==> config.mk <==
export PLATFORM = sky130hd
export DESIGN_NAME = cache_lookup_top
export DESIGN_NICKNAME = d
export VERILOG_FILES = /design/src/verilog/cache_pkg.sv /design/src/verilog/tag_memory_fpga.sv /design/src/verilog/valid_memory.sv /design/src/verilog/data_memory.sv /design/src/verilog/hit_compare_stage.sv /design/src/verilog/cache_lookup_top.sv
export VERILOG_INCLUDE_DIRS = /design/src /design/src/verilog
export SDC_FILE = /design/constraint.sdc
export NUM_CORES = 2
export LEC_CHECK = 0
export BUFFER_PORTS_ARGS = -buffer_cell sky130_fd_sc_hd__buf_2
export CAP_MARGIN = 30
export CORE_MARGIN = 5
export CORE_UTILIZATION = 50
export CTS_CLUSTER_DIAMETER = 40
export DETAILED_ROUTE_END_ITERATION = 12
export PLACE_DENSITY = 0.65
export RECOVER_POWER = 25
export REMOVE_ABC_BUFFERS = 1
export SLEW_MARGIN = 25
export SYNTH_ARGS = -nofsm -noshare
export SYNTH_HDL_FRONTEND = slang
export SYNTH_HIERARCHICAL = 1
export SYNTH_SLANG_ARGS = --single-unit
==> constraint.sdc <==
create_clock -name clk_i -period 11.22 [get_ports clk_i]
set_clock_uncertainty 0.15 [all_clocks]
set_input_delay 2.244 -clock clk_i [delete_from_list [all_inputs] [get_ports clk_i]]
set_output_delay 2.244 -clock clk_i [all_outputs]
set_load 0.02 [all_outputs]
==> src/verilog/cache_settings.svh <==
// ----------------------------------------
// Size macros for the direct-mapped cache
// lookup path
// ----------------------------------------

`ifndef CACHE_SETTINGS_SVH
`define CACHE_SETTINGS_SVH

// Number of lines in the cache, one word per line
`define CACHE_DEPTH 64

// Line index width, log2 of the depth
`define INDEX_BITS 6

// Stored tag width and cached word width
`define TAG_BITS 8
`define DATA_BITS 32

// A request address is the tag on top of the index
`define ADDR_BITS (`TAG_BITS + `INDEX_BITS)

`endif

==> src/verilog/cache_pkg.sv <==
// ----------------------------------------
// Vector types shared by the cache lookup
// path and its testbench
// ----------------------------------------

`default_nettype none

`include "cache_settings.svh"

package cache_pkg;

    // Selects one line of every stage-one memory
    typedef logic [`INDEX_BITS-1:0] index_t;

    // Upper address bits kept beside each line
    typedef logic [`TAG_BITS-1:0] tag_t;

    // Full request address, tag above index
    typedef logic [`ADDR_BITS-1:0] line_addr_t;

    // One cached word
    typedef logic [`DATA_BITS-1:0] data_t;

endpackage : cache_pkg

`default_nettype wire

==> src/verilog/tag_memory_fpga.sv <==
// ----------------------------------------
// Tag storage with a read/write port and
// a read-only port, registered outputs
// ----------------------------------------

`default_nettype none

`include "cache_settings.svh"

module tag_memory_fpga import cache_pkg::*; (
    input  logic clk_i,

    // Port 0 is shared by refill writes and probe reads
    input  index_t port0_address_i,
    input  tag_t   port0_tag_i,
    input  logic   port0_write_i,
    input  logic   port0_read_i,
    output tag_t   port0_tag_o,

    // Port 1 serves the lookup side
    input  index_t port1_address_i,
    input  logic   port1_read_i,
    output tag_t   port1_tag_o
);

    // Inferred block memory, one tag per line
    tag_t tag_mem [`CACHE_DEPTH];

    // A write wins over a read on port 0, so the read is simply dropped
    // The output register keeps its last value when nothing is read
    always_ff @(posedge clk_i) begin : port0_access
        if (port0_write_i) begin
            tag_mem[port0_address_i] <= port0_tag_i;
        end else if (port0_read_i) begin
            port0_tag_o <= tag_mem[port0_address_i];
        end
    end : port0_access

    // Port 1 reads the contents from before a same-cycle port 0 write
    always_ff @(posedge clk_i) begin : port1_access
        if (port1_read_i) begin
            port1_tag_o <= tag_mem[port1_address_i];
        end
    end : port1_access

endmodule : tag_memory_fpga

`default_nettype wire

==> src/verilog/valid_memory.sv <==
// ----------------------------------------
// Resettable valid-bit array with a probe
// port and a lookup read port
// ----------------------------------------

`default_nettype none

`include "cache_settings.svh"

module valid_memory import cache_pkg::*; (
    input  logic   clk_i,
    input  logic   reset_i,

    // Port 0 sets, clears or probes one line
    input  index_t port0_address_i,
    input  logic   port0_set_i,
    input  logic   port0_clear_i,
    input  logic   port0_read_i,
    output logic   port0_valid_o,
    output logic   port0_ack_o,

    // Port 1 serves the lookup side
    input  index_t port1_address_i,
    input  logic   port1_read_i,
    output logic   port1_valid_o
);

    // One flip-flop per line
    logic [`CACHE_DEPTH-1:0] valid_bits;

    // A port 0 read only goes through when no set or clear is present
    logic port0_read_ok;

    assign port0_read_ok = port0_read_i & ~port0_set_i & ~port0_clear_i;

    // ----------------------------------------
    // Port 0
    // ----------------------------------------

    // Reset empties the whole cache; set takes precedence over clear
    always_ff @(posedge clk_i) begin : port0_access
        if (reset_i) begin
            valid_bits    <= '0;
            port0_valid_o <= 1'b0;
            port0_ack_o   <= 1'b0;
        end else begin
            if (port0_set_i) begin
                valid_bits[port0_address_i] <= 1'b1;
            end else if (port0_clear_i) begin
                valid_bits[port0_address_i] <= 1'b0;
            end
            // The acknowledge pulses for one cycle after an accepted probe
            port0_ack_o <= port0_read_ok;
            if (port0_read_ok) begin
                port0_valid_o <= valid_bits[port0_address_i];
            end
        end
    end : port0_access

    // ----------------------------------------
    // Port 1
    // ----------------------------------------

    // Sees the bit as it was before a same-cycle set or clear
    always_ff @(posedge clk_i) begin : port1_access
        if (reset_i) begin
            port1_valid_o <= 1'b0;
        end else if (port1_read_i) begin
            port1_valid_o <= valid_bits[port1_address_i];
        end
    end : port1_access

endmodule : valid_memory

`default_nettype wire

==> src/verilog/data_memory.sv <==
// ----------------------------------------
// Simple dual-port word storage, written
// on refill and read by lookups
// ----------------------------------------

`default_nettype none

`include "cache_settings.svh"

module data_memory import cache_pkg::*; (
    input  logic   clk_i,

    // Write port, driven by the refill controller
    input  logic   write_i,
    input  index_t write_address_i,
    input  data_t  write_data_i,

    // Read port, driven by the lookup request
    input  logic   read_i,
    input  index_t read_address_i,
    output data_t  read_data_o
);

    // Inferred block memory, one word per line
    data_t data_mem [`CACHE_DEPTH];

    // Write side
    always_ff @(posedge clk_i) begin : write_port
        if (write_i) begin
            data_mem[write_address_i] <= write_data_i;
        end
    end : write_port

    // Read side with an output register
    // On an address collision the old word comes out, which matches
    // the read-first behavior of the tag and valid memories
    always_ff @(posedge clk_i) begin : read_port
        if (read_i) begin
            read_data_o <= data_mem[read_address_i];
        end
    end : read_port

endmodule : data_memory

`default_nettype wire

==> src/verilog/hit_compare_stage.sv <==
// ----------------------------------------
// Second lookup stage with the tag compare,
// hit or miss decision and result register
// ----------------------------------------

`default_nettype none

`include "cache_settings.svh"

module hit_compare_stage import cache_pkg::*; (
    input  logic  clk_i,
    input  logic  reset_i,

    // Registered request from stage one
    input  logic  lookup_q_i,
    input  tag_t  lookup_tag_i,

    // Memory outputs for the requested line
    input  tag_t  stored_tag_i,
    input  logic  stored_valid_i,
    input  data_t stored_data_i,

    // Lookup result, valid for one cycle
    output logic  result_valid_o,
    output logic  hit_o,
    output logic  miss_o,
    output data_t lookup_data_o
);

    // ----------------------------------------
    // Hit detection
    // ----------------------------------------

    logic tag_match;
    logic hit_now;
    logic miss_now;

    assign tag_match = (stored_tag_i == lookup_tag_i);

    // A hit needs a live request, a valid line and equal tags
    assign hit_now  = lookup_q_i & stored_valid_i & tag_match;
    // Every other request is a miss
    assign miss_now = lookup_q_i & ~hit_now;

    // ----------------------------------------
    // Result register
    // ----------------------------------------

    always_ff @(posedge clk_i) begin : result_ctrl
        if (reset_i) begin
            result_valid_o <= 1'b0;
            hit_o          <= 1'b0;
            miss_o         <= 1'b0;
        end else begin
            result_valid_o <= lookup_q_i;
            hit_o          <= hit_now;
            miss_o         <= miss_now;
        end
    end : result_ctrl

    // The word is forwarded on a hit; misses and idle cycles give zero
    always_ff @(posedge clk_i) begin : result_data
        lookup_data_o <= hit_now ? stored_data_i : {`DATA_BITS{1'b0}};
    end : result_data

endmodule : hit_compare_stage

`default_nettype wire

==> src/verilog/cache_lookup_top.sv <==
// ----------------------------------------
// Direct-mapped cache lookup path with
// refill, invalidate and probe access
// ----------------------------------------

`default_nettype none

`include "cache_settings.svh"

module cache_lookup_top import cache_pkg::*; (
    input  logic       clk_i,
    input  logic       reset_i,

    // Lookup request
    input  logic       lookup_i,
    input  line_addr_t lookup_addr_i,

    // Refill and invalidate from the refill controller
    input  logic       refill_i,
    input  logic       invalidate_i,
    input  line_addr_t refill_addr_i,
    input  data_t      refill_data_i,

    // Probe request
    input  logic       probe_i,
    input  index_t     probe_index_i,

    // Lookup result, two cycles after the request
    output logic       result_valid_o,
    output logic       hit_o,
    output logic       miss_o,
    output data_t      lookup_data_o,

    // Probe result, one cycle after the request
    output logic       probe_ack_o,
    output logic       probe_valid_o,
    output tag_t       probe_tag_o
);

    // ----------------------------------------
    // Address split and port 0 selection
    // ----------------------------------------

    index_t lookup_index;
    tag_t   lookup_tag;
    index_t refill_index;
    tag_t   refill_tag;
    index_t port0_index;

    assign lookup_index = lookup_addr_i[`INDEX_BITS-1:0];
    assign lookup_tag   = lookup_addr_i[`ADDR_BITS-1:`INDEX_BITS];
    assign refill_index = refill_addr_i[`INDEX_BITS-1:0];
    assign refill_tag   = refill_addr_i[`ADDR_BITS-1:`INDEX_BITS];

    // Writes own port 0; the probe index only gets through on idle cycles
    assign port0_index = (refill_i | invalidate_i) ? refill_index : probe_index_i;

    // ----------------------------------------
    // Stage one request registers
    // ----------------------------------------

    logic lookup_q;
    tag_t lookup_tag_q;

    always_ff @(posedge clk_i) begin : stage1_ctrl
        if (reset_i) begin
            lookup_q <= 1'b0;
        end else begin
            lookup_q <= lookup_i;
        end
    end : stage1_ctrl

    // The request tag travels beside the memory read data
    always_ff @(posedge clk_i) begin : stage1_tag
        if (lookup_i) begin
            lookup_tag_q <= lookup_tag;
        end
    end : stage1_tag

    // ----------------------------------------
    // Stage one memories
    // ----------------------------------------

    tag_t  stored_tag;
    logic  stored_valid;
    data_t stored_data;

    tag_memory_fpga i_tag_memory (
        .clk_i           (clk_i),
        .port0_address_i (port0_index),
        .port0_tag_i     (refill_tag),
        .port0_write_i   (refill_i),
        .port0_read_i    (probe_i),
        .port0_tag_o     (probe_tag_o),
        .port1_address_i (lookup_index),
        .port1_read_i    (lookup_i),
        .port1_tag_o     (stored_tag)
    );

    // Its acknowledge doubles as the probe acknowledge
    valid_memory i_valid_memory (
        .clk_i           (clk_i),
        .reset_i         (reset_i),
        .port0_address_i (port0_index),
        .port0_set_i     (refill_i),
        .port0_clear_i   (invalidate_i),
        .port0_read_i    (probe_i),
        .port0_valid_o   (probe_valid_o),
        .port0_ack_o     (probe_ack_o),
        .port1_address_i (lookup_index),
        .port1_read_i    (lookup_i),
        .port1_valid_o   (stored_valid)
    );

    data_memory i_data_memory (
        .clk_i           (clk_i),
        .write_i         (refill_i),
        .write_address_i (refill_index),
        .write_data_i    (refill_data_i),
        .read_i          (lookup_i),
        .read_address_i  (lookup_index),
        .read_data_o     (stored_data)
    );

    // ----------------------------------------
    // Stage two
    // ----------------------------------------

    hit_compare_stage i_hit_compare (
        .clk_i          (clk_i),
        .reset_i        (reset_i),
        .lookup_q_i     (lookup_q),
        .lookup_tag_i   (lookup_tag_q),
        .stored_tag_i   (stored_tag),
        .stored_valid_i (stored_valid),
        .stored_data_i  (stored_data),
        .result_valid_o (result_valid_o),
        .hit_o          (hit_o),
        .miss_o         (miss_o),
        .lookup_data_o  (lookup_data_o)
    );

endmodule : cache_lookup_top

`default_nettype wire

==> flow_summary.json <==
{
  "syn_inst": 5367,
  "place_area_sq_um": 113000,
  "portBuffers": 116,
  "dr.pass1.iters": 7,
  "finalNetCount": 5740,
  "min_period_ns": 6.24,
  "status": "finished, violations left",
  "cp.arrival_ns": 6.63,
  "fill_cells": 15700,
  "die_area_sq_um": 227000,
  "leakagePower_nw": 39.8,
  "routed_wl_microns": 300000,
  "async_reset_ff_frac": 0,
  "grt_use_total": 0.261,
  "violations": "capacitance limit, slew limit",
  "drtIter0Drc": 7758,
  "relSlewSlack": -1.37,
  "wire_per_inst_microns": 34.0,
  "gp_congestion": 0.953,
  "avgSynthCellArea_sq_um": 20.3,
  "critPathLaunchType": "input pin",
  "grt_max_degree": 90,
  "vdd_drop_max_mv": 0.143,
  "grt_overflow_total": 0,
  "cts_tree": "done",
  "area_delta_synth_final_pct": 15.2,
  "setup_viol": 0,
  "drc": 0,
  "critPathSlowestCell": "nor2_1",
  "die_w_microns": 477,
  "route.vias.total": 58100,
  "post_cts_buffers": 0,
  "htreeDepth": 5,
  "row_count": 171,
  "hold_viol": 0,
  "path_max_fanout": 50,
  "instances_no_fill": 8817,
  "antenna_found_initial": 19,
  "slew_violations": 2438,
  "io_pins": 117,
  "critPathMaxStageDelay_ns": 0.93,
  "ys_seq_area_frac": 0.740,
  "timing.fmax_mhz": 160,
  "fp.coreArea_sq_um": 217000,
  "rsz0062_at_grt": "false",
  "post-dp-hpwl_microns": 169000,
  "worstMarginPinSlew_ns": 3.55,
  "synth-main-ff-cell": "edfxtp_1",
  "hp-class": "reg -> reg",
  "cts_root_buf": "clkbuf_16",
  "synth-seq-cells": 2719,
  "fin_area_sq_um": 125000,
  "clk_latency_ns": 0.95,
  "final_util": 0.578,
  "finalCritPeriodShare": 0.556,
  "cts_hold_buf": 0,
  "clockBufferDepth": 4,
  "synth_edf_count": 2616,
  "cp.required_ns": 11.61,
  "cts.clk_slew.worst_paths_ns": 0.05,
  "chipHeight_microns": 477,
  "numClockSinks": 2719,
  "cap_violations": 38,
  "critical_path_class": "in -> reg",
  "cp_common_cell": "buf_4",
  "start_util": 0.502,
  "grt_pass1_vias": 57900,
  "drive_above_1_share": 0.291,
  "synth_cell_types": 81,
  "synth.cell_area_sq_um": 109000,
  "crit_chain": "buf_2, nor2_4, mux2_8, buf_4, nor2b_2, buf_4, nand3_1, nor2_1",
  "dp_cells": 8146,
  "cts_made_buffers": 369,
  "grt_pass1_wl_microns": 429000,
  "p_per_area_nw_per_um2": 194,
  "setup_tns_ns": 0,
  "endpoint_kind": "flop",
  "via_per_inst": 6.59,
  "cts.repair.resized": 0,
  "ant_nets": 0,
  "synth_warnings": 6
}
## worst max-delay path, delay by kind of cell
| family | cells | cell delay, ns |
|---|---|---|
| AND/OR/NAND/NOR | 4 | 2.61 |
| buffers and inverters | 3 | 1.10 |
| multiplexers | 1 | 0.58 |
## final timing paths
path / slack [ns] / start / to / cells after the start
hold reg to reg: 0.32 / flop / flop / 2
setup / recovery: 4.98 / refill_i / i_tag_memory/tag_mem[13][2]$_DFFE_PP_ / 8
setup reg to reg: 8.34 / lookup_tag_q[3]$_DFFE_PP_ / i_hit_compare/lookup_data_o[14]$_SDFF_PN0_ / 3
hold / removal: 0.32 / flop / flop / 2
## per-stage QoR
| stage | total power, mW | setup slack (ns) | hold WS, ns |
|---|---|---|---|
| 5_1_grt | 25.0 | 4.99 | 0.340 |
| 3_5_place_dp | 12.8 | 4.22 | 0.314 |
| 2_1_floorplan | 12.1 | 3.89 | 0.286 |
| 4_1_cts | 24.4 | 5.14 | 0.323 |
| 6_report | 24.3 | 4.98 | 0.322 |
| 3_3_place_gp | 12.8 | 4.33 | 0.305 |
## cell usage after synthesis, types with 4 or more instances
master,number,area (sq um)
a21oi_1,147,736
a221o_1,10,100
a221oi_1,47,412
a22o_1,11,96.3
a22oi_1,58,435
a311oi_1,9,78.8
a31oi_1,6,37.5
a32oi_1,5,43.8
a41o_1,4,40.0
and2_1,10,62.6
and3_1,9,56.3
and4_1,30,263
buf_1,35,131
buf_2,119,596
buf_4,41,308
buf_6,20,225
clkbuf_1,138,518
dfxtp_1,103,2060
edfxtp_1,2616,78600
mux2_2,63,709
mux2i_1,200,2000
mux4_2,724,16300
nand2_1,148,556
nand2b_1,17,106
nand3_1,66,330
nand3b_1,8,60.1
nand4_1,26,163
nor2_1,283,1060
nor2b_1,35,219
nor3_1,22,110
o2111ai_1,4,35.0
o211ai_1,6,45.0
o21ai_0,56,280
o221ai_1,33,289
o22a_1,8,70.1
o22ai_1,147,920
o2bb2ai_1,6,52.6
o32ai_1,4,35.0
or2_2,7,43.8
or3_1,7,43.8
or3b_2,5,43.8
or4_1,9,67.6
xnor2_1,8,70.1
## cell usage in the layout, fill, tap and decap left out, types with 9 or more instances in the layout
cell        count
a21oi_1       147
a221o_1        10
a221oi_1       47
a22o_1         11
a22oi_1        58
a311oi_1        9
and2_1         10
and4_1         31
buf_12          9
buf_2         106
buf_4         125
bufinv_16      41
clkbuf_1       66
clkbuf_16     375
clkinv_1       31
clkinv_2       34
clkinv_4       32
clkinvlp_4     34
dfxtp_1       103
diode_2        10
edfxtp_1     2616
inv_6          51
inv_8          23
mux2_2         60
mux2i_1       200
mux4_2        724
nand2_1       148
nand2b_1       16
nand3_1        66
nand4_1        26
nor2_1        218
nor2_4         63
nor2b_1        32
nor3_1         18
o21ai_0        56
o221ai_1       33
o22ai_1       147
or4_1           9
## cell type report
class / instances / area, sq um / area share
inverters: 5 / 18.8 / 0.000150
well taps: 2854 / 3570 / 0.0285
repair buffers: 287 / 1880 / 0.0150
clock buffers: 401 / 9490 / 0.0756
flip-flops and latches: 2719 / 80600 / 0.643
multi-input cells: 2286 / 27000 / 0.215
clock inverters: 255 / 2880 / 0.0229
diodes: 10 / 25.0 / 0.000199
## routing by layer
layer / track usage / share of wire / routed length [microns] / vias up
li1: - / - / - / 23300
met1: 0.362 / 0.38 / 114000 / 30500
met2: 0.406 / 0.47 / 140000 / 3562
met3: 0.0604 / 0.11 / 31500 / 717
met4: 0.106 / 0.048 / 14300 / 4
met5: 0 / 0.000090 / 27 / -
## registers in the layout, indices dropped and copies added (netlist names), named ones only
name	cells
i_data_memory/read_data_o	32
i_valid_memory/port0_ack_o	1
i_hit_compare/result_valid_o	1
i_data_memory/data_mem	2048
lookup_tag_q	8
i_valid_memory/port1_valid_o	1
i_hit_compare/miss_o	1
i_tag_memory/port1_tag_o	8
i_tag_memory/tag_mem	512
i_valid_memory/port0_valid_o	1
i_hit_compare/hit_o	1
i_tag_memory/port0_tag_o	8
lookup_q	1
i_hit_compare/lookup_data_o	32
## power by group
group | switching (mW) | internal [mW] | total, mW
sequential | 0.0393 | 11.3 | 11.3
clock | 4.50 | 7.16 | 11.7
combinational | 0.891 | 0.445 | 1.34
## cell families after synthesis
group	share of synthesized area
flip-flops	0.740
multiplexers	0.175
XOR/XNOR	0.000643
buffers and inverters	0.0172
AO/OA/AOI/OAI	0.0359
AND/OR/NAND/NOR	0.0311
Power figures use the tool's default switching activity.
